### config.mk
export PLATFORM = sky130hd
export DESIGN_NAME = vec_result_stage
export DESIGN_NICKNAME = d
export VERILOG_FILES = /design/src/logic/vec_alu_pkg.sv /design/src/logic/vec_result_stage.sv
export VERILOG_INCLUDE_DIRS = /design/src /design/src/logic
export SDC_FILE = /design/constraint.sdc
export NUM_CORES = 1
export LEC_CHECK = 0
export BUFFER_PORTS_ARGS = -buffer_cell sky130_fd_sc_hd__buf_2
export CAP_MARGIN = 20
export CORE_ASPECT_RATIO = 2
export CORE_UTILIZATION = 45
export CTS_CLUSTER_DIAMETER = 80
export CTS_CLUSTER_SIZE = 8
export DETAILED_ROUTE_END_ITERATION = 8
export GPL_ROUTABILITY_DRIVEN = 0
export MAX_ROUTING_LAYER = met4
export PLACE_DENSITY_LB_ADDON = 0.12
export SYNTH_ARGS = -nofsm -noshare
export SYNTH_HDL_FRONTEND = slang
export SYNTH_SLANG_ARGS = --single-unit
### constraint.sdc
create_clock -name clk -period 1.4 [get_ports clk]
set_input_delay 0.28 -clock clk [delete_from_list [all_inputs] [get_ports clk]]
set_output_delay 0.28 -clock clk [all_outputs]
set_load 0.005 [all_outputs]
### src/logic/vec_alu_defines.svh
`ifndef VEC_ALU_DEFINES_SVH
`define VEC_ALU_DEFINES_SVH

// Operand word
`define VEC_BITS 64

// Function code field
`define FUNC_BITS 6

// Lane width field
`define WW_BITS 2

`endif

### src/logic/vec_alu_pkg.sv
`include "vec_alu_defines.svh"

package vec_alu_pkg;

	// Function codes
	// 14, 15 and 18 were divide, modulo and square root, now unsupported
	typedef enum logic [0:`FUNC_BITS-1] {
		VNOP   = 6'd0,
		VAND   = 6'd1,
		VOR    = 6'd2,
		VXOR   = 6'd3,
		VNOT   = 6'd4,
		VMOV   = 6'd5,
		VADD   = 6'd6,
		VSUB   = 6'd7,
		VMULEU = 6'd8,
		VMULOU = 6'd9,
		VSLL   = 6'd10,
		VSRL   = 6'd11,
		VSRA   = 6'd12,
		VRTTH  = 6'd13,
		VSQEU  = 6'd16,
		VSQOU  = 6'd17
	} func_e;

	// Lane width select
	typedef enum logic [0:`WW_BITS-1] {
		W8  = 2'd0,
		W16 = 2'd1,
		W32 = 2'd2,
		W64 = 2'd3
	} lane_width_e;

	// One operand word seen as lanes of each width
	// Bit 0 is the MSB and index 0 is the most significant lane
	typedef union packed {
		logic [0:`VEC_BITS/8-1][0:7]   b;
		logic [0:`VEC_BITS/16-1][0:15] h;
		logic [0:`VEC_BITS/32-1][0:31] w;
		logic [0:`VEC_BITS/64-1][0:63] d;
	} vec_word_u;

endpackage

### src/logic/vec_result_stage.sv
module vec_result_stage (
	input  logic                   clk,
	input  logic                   rst_n,
	input  logic                   in_valid,
	input  vec_alu_pkg::vec_word_u logic_result,
	input  logic                   logic_claim,
	input  vec_alu_pkg::vec_word_u mul_result,
	input  logic                   mul_claim,
	output logic                   out_valid,
	output vec_alu_pkg::vec_word_u out_result
);

	import vec_alu_pkg::*;

	vec_word_u sel_word;

	// Claims are exclusive, unclaimed codes give zero
	always_comb begin
		if (logic_claim) begin
			sel_word = logic_result;
		end else if (mul_claim) begin
			sel_word = mul_result;
		end else begin
			sel_word = '0;
		end
	end

	always_ff @(posedge clk) begin
		if (!rst_n) begin
			out_valid <= 1'b0;
			out_result <= '0;
		end else begin
			out_valid <= in_valid;
			// Hold the last result across gaps
			if (in_valid) begin
				out_result <= sel_word;
			end
		end
	end

endmodule

Word-level counts from Yosys, hierarchy flattened
Cells that the tools add are included.
W data, S select, Z words.
{"block": "totals", "reg_bits": 65, "in_bits": 133, "output_inout_bits": 65, "wordCells": 4}
{"block": "classes", "n_mux": 2}
{"op": "$mux W64", "count": 2}

Longest topological paths before layout
{"block": "logic_depth", "depth_word": 2, "mapped_depth": 4, "mapped_depth_nobuf": 2}

Least setup slack after synthesis
OpenSTA, ideal clock, no wires.
{"block": "synth_path", "path_type": "in2reg", "startpoint": "input in_valid", "endpoint": "register out_result[11] (netlist bit)", "setup_ns": 0.136, "arrival_time_ns": 0.763, "t_required_ns": 1.264, "path_slack_ns": 0.500, "stages": 4, "path_buffers": 2, "path_cell_list": "buf_4 -> buf_2 -> o21ai_0 -> a31oi_1"}
{"item": "start: declaration", "line": "vec_result_stage.sv:4", "text": "input logic in_valid,"}
{"item": "end signal: assignment", "line": "vec_result_stage.sv:36", "text": "out_result <= sel_word;"}
{"item": "end: declaration", "line": "vec_result_stage.sv:10", "text": "output vec_alu_pkg::vec_word_u out_result"}

Worst setup path in the final report
{"block": "layout_path", "startpoint": "register out_result[57] (netlist bit)", "endpoint": "output out_result[57] (netlist bit)"}
No word-level cell between the ends.

==> results_dict.tcl <==
set metrics [dict create \
    status "finished clean" \
    layout.cells.non_filler 626 \
    tightest_slew_ps 297.4 \
    max_cap_viol_count 0 \
    clock-sinks 65 \
    cpLargestDelayFamily "flip-flops" \
    synthCells 364 \
    wl_mm 8.500 \
    clock_latency_ps 320 \
    final_common_cell "buf_2" \
    die_width_um 59.32 \
    drive_above_1_share_pct 40.19 \
    cts_root_buf "clkbuf_16" \
    initial_core_util_pct 46.86 \
    endpoint "out_result[57]" \
    dieArea_um2 6918 \
    critical_path.cell_chain "buf_2" \
    rows 41 \
    placed_cells 613 \
    antenna_found_initial 0 \
    clock-skew-final_ps 0 \
    yosysWarningCount 0 \
    fp.dieH_um 116.6 \
    wl_per_cell_um 13.58 \
    p_leak_uw 0.001973 \
    min_period_ps 1070 \
    required_ps 1120 \
    post_drt_via_cell_ratio 5.307 \
    diodes 0 \
    arrival_ps 790 \
    drc 0 \
    clkTransAtPathRegs_ps 50 \
    cts_made_buffers 9 \
    slowest_delay_ps 340 \
    area_delta_synth_final_pct 43.76 \
    ant_nets 0 \
    finalSetupViolations 0 \
    hpwl_mm 5.848 \
    ios 198 \
    rr_worst_depth 2 \
    vias 3322 \
    critPathCaptureType "primary output" \
    grt_pass1_vias 2845 \
    cts_tree "done" \
    cts.htree.levels 3 \
    reg2reg_from "out_result[57]$_SDFFE_PN0P_" \
    clock_path_buffers 2 \
    ys_seq_area_share_pct 44.01 \
    path_class "reg -> out" \
    cp_max_fo 2 \
    synth_area_um2 2957 \
    r2r_end "out_result[57]$_SDFFE_PN0P_" \
    dr.first_iter.drc_count 265 \
    tns_ps 0 \
    cts_setup_buffers 0 \
    ir_drop_mv 0.7308 \
    hold_class "in -> reg" \
    drv_slew 0 \
    postSynthAreaPerCell_um2 8.122 \
    numPortBuffers 197 \
    finalCritPeriodShare_pct 76.46 \
    critPathLaunch "out_result[57]$_SDFFE_PN0P_" \
    worst_setup_path_start_kind "flip-flop" \
    layout_common_cells "buf_2 (196), dfxtp_1 (65), nand3b_1 (64), nand2_1 (64), a31oi_1 (64)" \
    path_buf_inv 1 \
    coreArea_um2 6310 \
    max_freq_ghz 0.9342 \
    syn_nets 497 \
    grt_pass1_wl_mm 12.59 \
    synth_cell_types 12 \
    rsz0062_at_grt "false" \
    slowest_stage "dfxtp_1" \
    holdBufCountCts 0 \
    cp_num_cells 1 \
    grt.total_usage_pct 24.94 \
    ff2ff_setup_slack_ps 730 \
    grt-ovfl-total 0 \
    grt_max_degree 70 \
    nFillCells 606 \
    ys_ff_latch 65 \
    powerDensity_nw_per_um2 1133 \
    final_nets 671 \
    drtPass1Iterations 5 \
    slew_headroom_pct 80.17 \
    hold_viol_final 0 \
    cts_resized 0 \
]
[cells by family (layout without fill, tap and decap cells)]
| logic type | count (synthesis) | after routing | share of synthesized area [%] |
|---|---|---|---|
| AOI/OAI and AO/OA | 128 | 128 | 24.38 |
| DFF | 65 | 65 | 44.01 |
| buffers and inverters | 42 | 218 | 7.025 |
| and+or+nand+nor | 129 | 129 | 24.59 |
[synthesized netlist by cell type]
master    count  area share, %
a31oi_1      64             14
clkbuf_1     11            1.4
nand3b_1     64             16
o21ai_1      18            3.0
o21ai_0      46            7.8
clkbuf_2      2           0.34
and2_1        1           0.21
nand2_1      64            8.1
buf_4         2           0.51
dfxtp_1      65             44
buf_6         1           0.38
buf_2        26            4.4
[through the flow]
stage          setup WS, ps  hold WS [ps]  utilization [%]  area [µm²]  total power [µW]
2_1_floorplan         500.2         434.2                -        2957              2443
3_3_place_gp          288.1         485.4            63.08        3980              2809
3_5_place_dp          219.3         490.9            63.08        3980              2828
4_1_cts               324.5         206.8            67.36        4250              4872
5_1_grt               305.6         221.4            67.36        4250              5025
6_report              329.6         215.5            67.36        4250              4818
[flip-flops by register name (all words and copies together), names as in the netlist]
signal / count
out_valid: 1
out_result: 64
[cell type report]
cell class	count	area (µm²)	area share (%)
Clock buffer	13	270.3	6.359
Sequential cell	65	1301	30.62
Timing Repair Buffer	205	1124	26.44
Multi-Input combinational cell	257	1448	34.06
Tap cell	86	107.6	2.532
[routing by layer]
metal,global-route usage [%],vias to the layer above,routed length (µm)
met5,-,-,0
li1,-,1660,-
met1,26.53,1483,3276
met4,16.51,0,342
met3,4.762,27,567
met2,40.82,152,4313
[how the worst min path moves through the flow]
stage	from	to	slack [ps]	depth (start not counted)
after detailed placement	out_result[25]$_SDFFE_PN0P_	out_result[25]$_SDFFE_PN0P_	490	2
after global placement	out_result[24]$_SDFFE_PN0P_	out_result[24]$_SDFFE_PN0P_	490	2
after CTS	logic_result[38]	out_result[38]$_SDFFE_PN0P_	210	3
final	logic_result[61]	out_result[61]$_SDFFE_PN0P_	220	3
after floorplan	logic_result[61]	out_result[61]$_SDFFE_PN0P_	430	2
after global routing	logic_result[7]	out_result[7]$_SDFFE_PN0P_	220	3
[power breakdown]
group / switching [µW] / internal, µW
combinational: 365 / 385
clock: 716 / 1310
sequential: 55.8 / 1980
Note: power is estimated with default switching activity, not from simulation.
