## config.mk

```make
export PLATFORM = sky130hd
export DESIGN_NAME = lane_mul_unit
export DESIGN_NICKNAME = d
export VERILOG_FILES = /design/src/logic/vec_alu_pkg.sv /design/src/logic/lane_mul_unit.sv
export VERILOG_INCLUDE_DIRS = /design/src /design/src/logic
export SDC_FILE = /design/constraint.sdc
export NUM_CORES = 2
export LEC_CHECK = 0
export ABC_AREA = 1
export BUFFER_PORTS_ARGS = -buffer_cell sky130_fd_sc_hd__buf_4
export CAP_MARGIN = 20
export CORE_ASPECT_RATIO = 0.9
export CORE_MARGIN = 8
export CORE_UTILIZATION = 45
export DETAILED_ROUTE_END_ITERATION = 7
export PLACE_DENSITY_LB_ADDON = 0.12
export SLEW_MARGIN = 20
export SYNTH_ARGS = -nofsm -noshare
export SYNTH_HDL_FRONTEND = slang
export SYNTH_SLANG_ARGS = --single-unit
export TNS_END_PERCENT = 10
```

## constraint.sdc

```tcl
create_clock -name vclk -period 10.2
set_input_delay 1.02 -clock vclk [all_inputs]
set_output_delay 1.02 -clock vclk [all_outputs]
set_load 0.01 [all_outputs]
```

## src/logic/vec_alu_defines.svh

```systemverilog
`ifndef VEC_ALU_DEFINES_SVH
`define VEC_ALU_DEFINES_SVH

// Operand word
`define VEC_BITS 64

// Function code field
`define FUNC_BITS 6

// Lane width field
`define WW_BITS 2

`endif

```

## src/logic/vec_alu_pkg.sv

```systemverilog
`include "vec_alu_defines.svh"

package vec_alu_pkg;

	// Function codes
	// 14, 15 and 18 were divide, modulo and square root, now unsupported
	typedef enum logic [0:`FUNC_BITS-1] {
		VNOP   = 6'd0,
		VAND   = 6'd1,
		VOR    = 6'd2,
		VXOR   = 6'd3,
		VNOT   = 6'd4,
		VMOV   = 6'd5,
		VADD   = 6'd6,
		VSUB   = 6'd7,
		VMULEU = 6'd8,
		VMULOU = 6'd9,
		VSLL   = 6'd10,
		VSRL   = 6'd11,
		VSRA   = 6'd12,
		VRTTH  = 6'd13,
		VSQEU  = 6'd16,
		VSQOU  = 6'd17
	} func_e;

	// Lane width select
	typedef enum logic [0:`WW_BITS-1] {
		W8  = 2'd0,
		W16 = 2'd1,
		W32 = 2'd2,
		W64 = 2'd3
	} lane_width_e;

	// One operand word seen as lanes of each width
	// Bit 0 is the MSB and index 0 is the most significant lane
	typedef union packed {
		logic [0:`VEC_BITS/8-1][0:7]   b;
		logic [0:`VEC_BITS/16-1][0:15] h;
		logic [0:`VEC_BITS/32-1][0:31] w;
		logic [0:`VEC_BITS/64-1][0:63] d;
	} vec_word_u;

endpackage

```

## src/logic/lane_mul_unit.sv

```systemverilog
`include "vec_alu_defines.svh"

module lane_mul_unit (
	input  vec_alu_pkg::func_e       func,
	input  vec_alu_pkg::lane_width_e width,
	input  vec_alu_pkg::vec_word_u   op_a,
	input  vec_alu_pkg::vec_word_u   op_b,
	output vec_alu_pkg::vec_word_u   result,
	output logic                     claim
);

	import vec_alu_pkg::*;

	logic      odd;
	logic      square;
	vec_word_u op_m;

	// Even or odd lanes, B or A itself as multiplier
	always_comb begin
		claim = 1'b1;
		odd = 1'b0;
		square = 1'b0;
		case (func)
			VMULEU: begin
				odd = 1'b0;
			end
			VMULOU: begin
				odd = 1'b1;
			end
			VSQEU: begin
				square = 1'b1;
			end
			VSQOU: begin
				odd = 1'b1;
				square = 1'b1;
			end
			default: begin
				claim = 1'b0;
			end
		endcase
	end

	assign op_m = square ? op_a : op_b;

	// Product i lands in lane i of the next wider view
	always_comb begin
		result = '0;
		if (claim) begin
			case (width)
				W8: begin
					for (int i = 0; i < `VEC_BITS / 16; i++) begin
						result.h[i] = op_a.b[2 * i + int'(odd)] * op_m.b[2 * i + int'(odd)];
					end
				end
				W16: begin
					for (int i = 0; i < `VEC_BITS / 32; i++) begin
						result.w[i] = op_a.h[2 * i + int'(odd)] * op_m.h[2 * i + int'(odd)];
					end
				end
				W32: begin
					result.d[0] = op_a.w[int'(odd)] * op_m.w[int'(odd)];
				end
				default: begin
					// No 128 bit product, result stays zero
					result = '0;
				end
			endcase
		end
	end

endmodule

```

[After elaboration in Yosys (flattened, before gate mapping)]
Cells that the tools add are included.
Word-level totals
  flip-flop bits (word level): 0
  input port bits: 136
  output and inout port bits: 65
  logic and storage cells: 79
Cells by class
  $add $sub $neg: 3
  multiply operators: 7
  magnitude comparators: 7
  equality and inequality tests: 6
  mux-type cells: 48
  bitwise gates (word level): 4
  reductions and logical operators: 4
Operator list (number)
  8-bit binary-select mux with 3-bit select: 8
  32-bit two-way mux: 6
  64-bit case mux with 3 select lines: 1
  16-bit binary-select mux with 2-bit select: 4
  32-bit by 4-bit greater-or-equal comparator with 1-bit output (second input constant): 4
  16-bit two-way mux: 8
  64-bit two-way mux: 2
  8-bit two-way mux: 16
  32-bit by 3-bit greater-or-equal comparator with 1-bit output (second input constant): 2
  16-bit by 16-bit multiplier with 32-bit output: 2
  32-bit by 32-bit multiplier with 64-bit output: 1
  8-bit by 8-bit multiplier with 16-bit output: 4
  4-bit NOT with 32-bit output: 2
  32-bit by 2-bit greater-or-equal comparator with 1-bit output (second input constant): 1
  1-bit NOT with 32-bit output: 1
  3-bit NOT with 32-bit output: 1
  6-bit by 4-bit == test with 1-bit output (second input constant): 2
  6-bit by 5-bit == test with 1-bit output (second input constant): 2
  3-bit by 1-bit adder with 4-bit output (first input constant): 2
  2-bit OR reduction: 2
  4-bit OR reduction: 1
  2-bit by 1-bit adder with 3-bit output (first input constant): 1
  1-bit two-way mux: 3
  2-bit by 1-bit == test with 1-bit output (second input constant): 1
  other kinds (2): 2

[Logic depth before layout (Yosys ltp)]
  word-level depth: 11
  depth in mapped cells: 42
  depth with buffers taken out: 39

[Worst setup path after synthesis]
Ideal clock, no wire load.
  kind: in2out
  start point: input func[5]
  end point: output result[55] in the netlist's numbering
  arrival: 7.961 ns
  data required time: 9.180 ns
  setup slack: 1.219 ns
  cell stages on the path: 32
  buffers on the path: 2
  path through: nor2_2 -> nand3_2 -> a21oi_4 -> nand2_4 -> buf_2 -> o21ai_2 -> clkbuf_1 -> nand2_1 -> fa_1 -> inv_1 -> fa_1 -> fa_1 -> inv_1 -> fa_1 -> inv_1 -> fa_1 -> fa_1 -> fa_1 -> inv_1 -> fa_1 -> inv_1 -> ha_1 -> nand2_1 -> nor2_1 -> inv_1 -> nor3_1 -> a21oi_1 -> nor2_1 -> nor2_1 -> nand3b_1 -> nand3_1 -> a21oi_1
RTL lines
  start, declared: RTL line lane_mul_unit.sv:4  | input vec_alu_pkg::func_e func,
  end, declared: RTL line lane_mul_unit.sv:8  | output vec_alu_pkg::vec_word_u result,

==> impl_metrics.tcl <==
set metrics [dict create \
    yosysSeqAreaShare_pct 0 \
    ctsHoldBuffers 0 \
    grt_usage_pct 35.5 \
    synth_most_common_cell "inv_1" \
    hold_path_class "input pin to primary output" \
    syn_nets 10665 \
    cp_slowest_cell "fa_2" \
    die-height_um 370 \
    synthTopCellsByArea "fa_1 (46%), inv_1 (12%), ha_1 (12%)" \
    synth_cells 8486 \
    maxSlewHeadroom_pct 14.2 \
    fin_crit_sh_pct 100 \
    ant_nets 0 \
    place_congestion 1.06 \
    clock_buffers 0 \
    tightest_slew_ns 1.27 \
    endpoint_kind "primary output" \
    grt_max_degree 42 \
    wl_per_cell_um 24.3 \
    crit_required_ns 9.18 \
    hold_ws_ns 2.66 \
    grt_first_pass_wirelength_um 402000 \
    fp.dieW_um 410 \
    synthTopCellsByCount "inv_1 (2055), nand2_1 (1946), fa_1 (1428)" \
    wl_um 271000 \
    hold_violations 0 \
    core-area_sq_um 139000 \
    drtIter0Drc 6115 \
    utilization_pct 53.8 \
    regArea_sq_um 0 \
    setup_viol 0 \
    min_period_ns 10.20 \
    yosysWarningCount 0 \
    die_area_sq_um 152000 \
    cp_max_fo 17 \
    max_freq_ghz 0.0980 \
    critPathTopFamily "adder cells" \
    antenna_found_initial 21 \
    netlist.area_leader.share_pct 45.5 \
    rsz0062_at_grt "true" \
    dp_hpwl_um 241000 \
    fin_nets 11452 \
    status "finished, final reports clean" \
    avgSynthCellArea_sq_um 7.40 \
    crit_top_cell "fa_1" \
    fillCellCount 13897 \
    syn_area_sq_um 62800 \
    seq_cells 0 \
    vias 59492 \
    port-buffer-count 201 \
    num_rows 130 \
    maxCapViolations 0 \
    drc_errors 0 \
    area_growth_pct 19.2 \
    slowest_delay_ns 0.64 \
    grt_pass1_vias 61315 \
    first_pass_iters 6 \
    ioPinCount 201 \
    critPathKind "input pin to primary output" \
    arrival_ns 9.18 \
    drive_above_1_share_pct 16.5 \
    grt_overflow 0 \
    synth_top_area_cell "fa_1" \
    synthDistinctLibCells 43 \
    cp.buffers_inverters 12 \
    start_util_pct 45.1 \
    cp-start-kind "input pin" \
    routed_via_density 5.34 \
    slew_violations 0 \
]
## per-stage QoR
| stage | cells | setup slack, ns | setup TNS, ns | cell area [sq um] |
|---|---|---|---|---|
| 3_3_place_gp | 11067 | -0.796 | -23.67 | 72400 |
| 3_5_place_dp | 11068 | -0.727 | -21.59 | 72400 |
| 6_report | 11138 | 0.000774 | 0 | 74900 |
| 4_1_cts | 11079 | -0.0412 | -0.161 | 73200 |
| 2_1_floorplan | 8486 | 1.22 | 0 | 62800 |
| 5_1_grt | 11134 | -0.229 | -5.51 | 74900 |
## routing by layer
layer	wire, um	GRT usage, %
met1	116000	50.8
met2	113000	52.2
met3	29000	7.76
met4	13500	13.9
met5	23	0
## worst paths after layout
kind | from | end | slack (ns) | cells past startpoint
hold / removal | width[0] | result[3] | 2.66 | 4
setup / recovery | func[4] | result[34] | 0.0008 | 38
## layout by cell type (no fill, tap or decap), drive strengths merged, types with 2 or more instances in the layout
master    instances
a21boi            3
a21o              4
a21oi           273
a22o              2
a31oi             5
buf            1031
clkbuf            6
clkinv            3
clkinvlp          7
diode            19
fa             1428
ha              615
inv            2108
mux2i            26
nand2          1962
nand3           211
nand3b           22
nand4            26
nor2           1116
nor3             41
nor4              3
o211ai           10
o21a              8
o21ai           278
o21bai           19
o221ai            2
or2              35
xnor2            15
xor2              9
## cell type report
type	count	area [sq um]	area share (%)
well taps	1848	2310	3.09
diodes	19	47.5	0.0635
repair buffers	1038	9290	12.4
repair inverters	2	20.0	0.0267
inverters	2116	8030	10.7
multi-input cells	6115	55200	73.7
## cells by family after synthesis
kind of cell    count (synthesis)  share of synthesized area, %
mux                            26                         0.414
compound gates                606                          5.33
buf+inv                      2373                          14.8
fa+ha+maj                    2043                          57.8
xor+xnor                       24                         0.335
simple gates                 3414                          21.4
## timing repair
action                                  in CTS  in global routing
cloned                                       4                  9
pin swaps                                   19                 70
gates resized for setup                    157                317
buffers inserted                             7                 31
endpoints found under the setup margin      49                 51
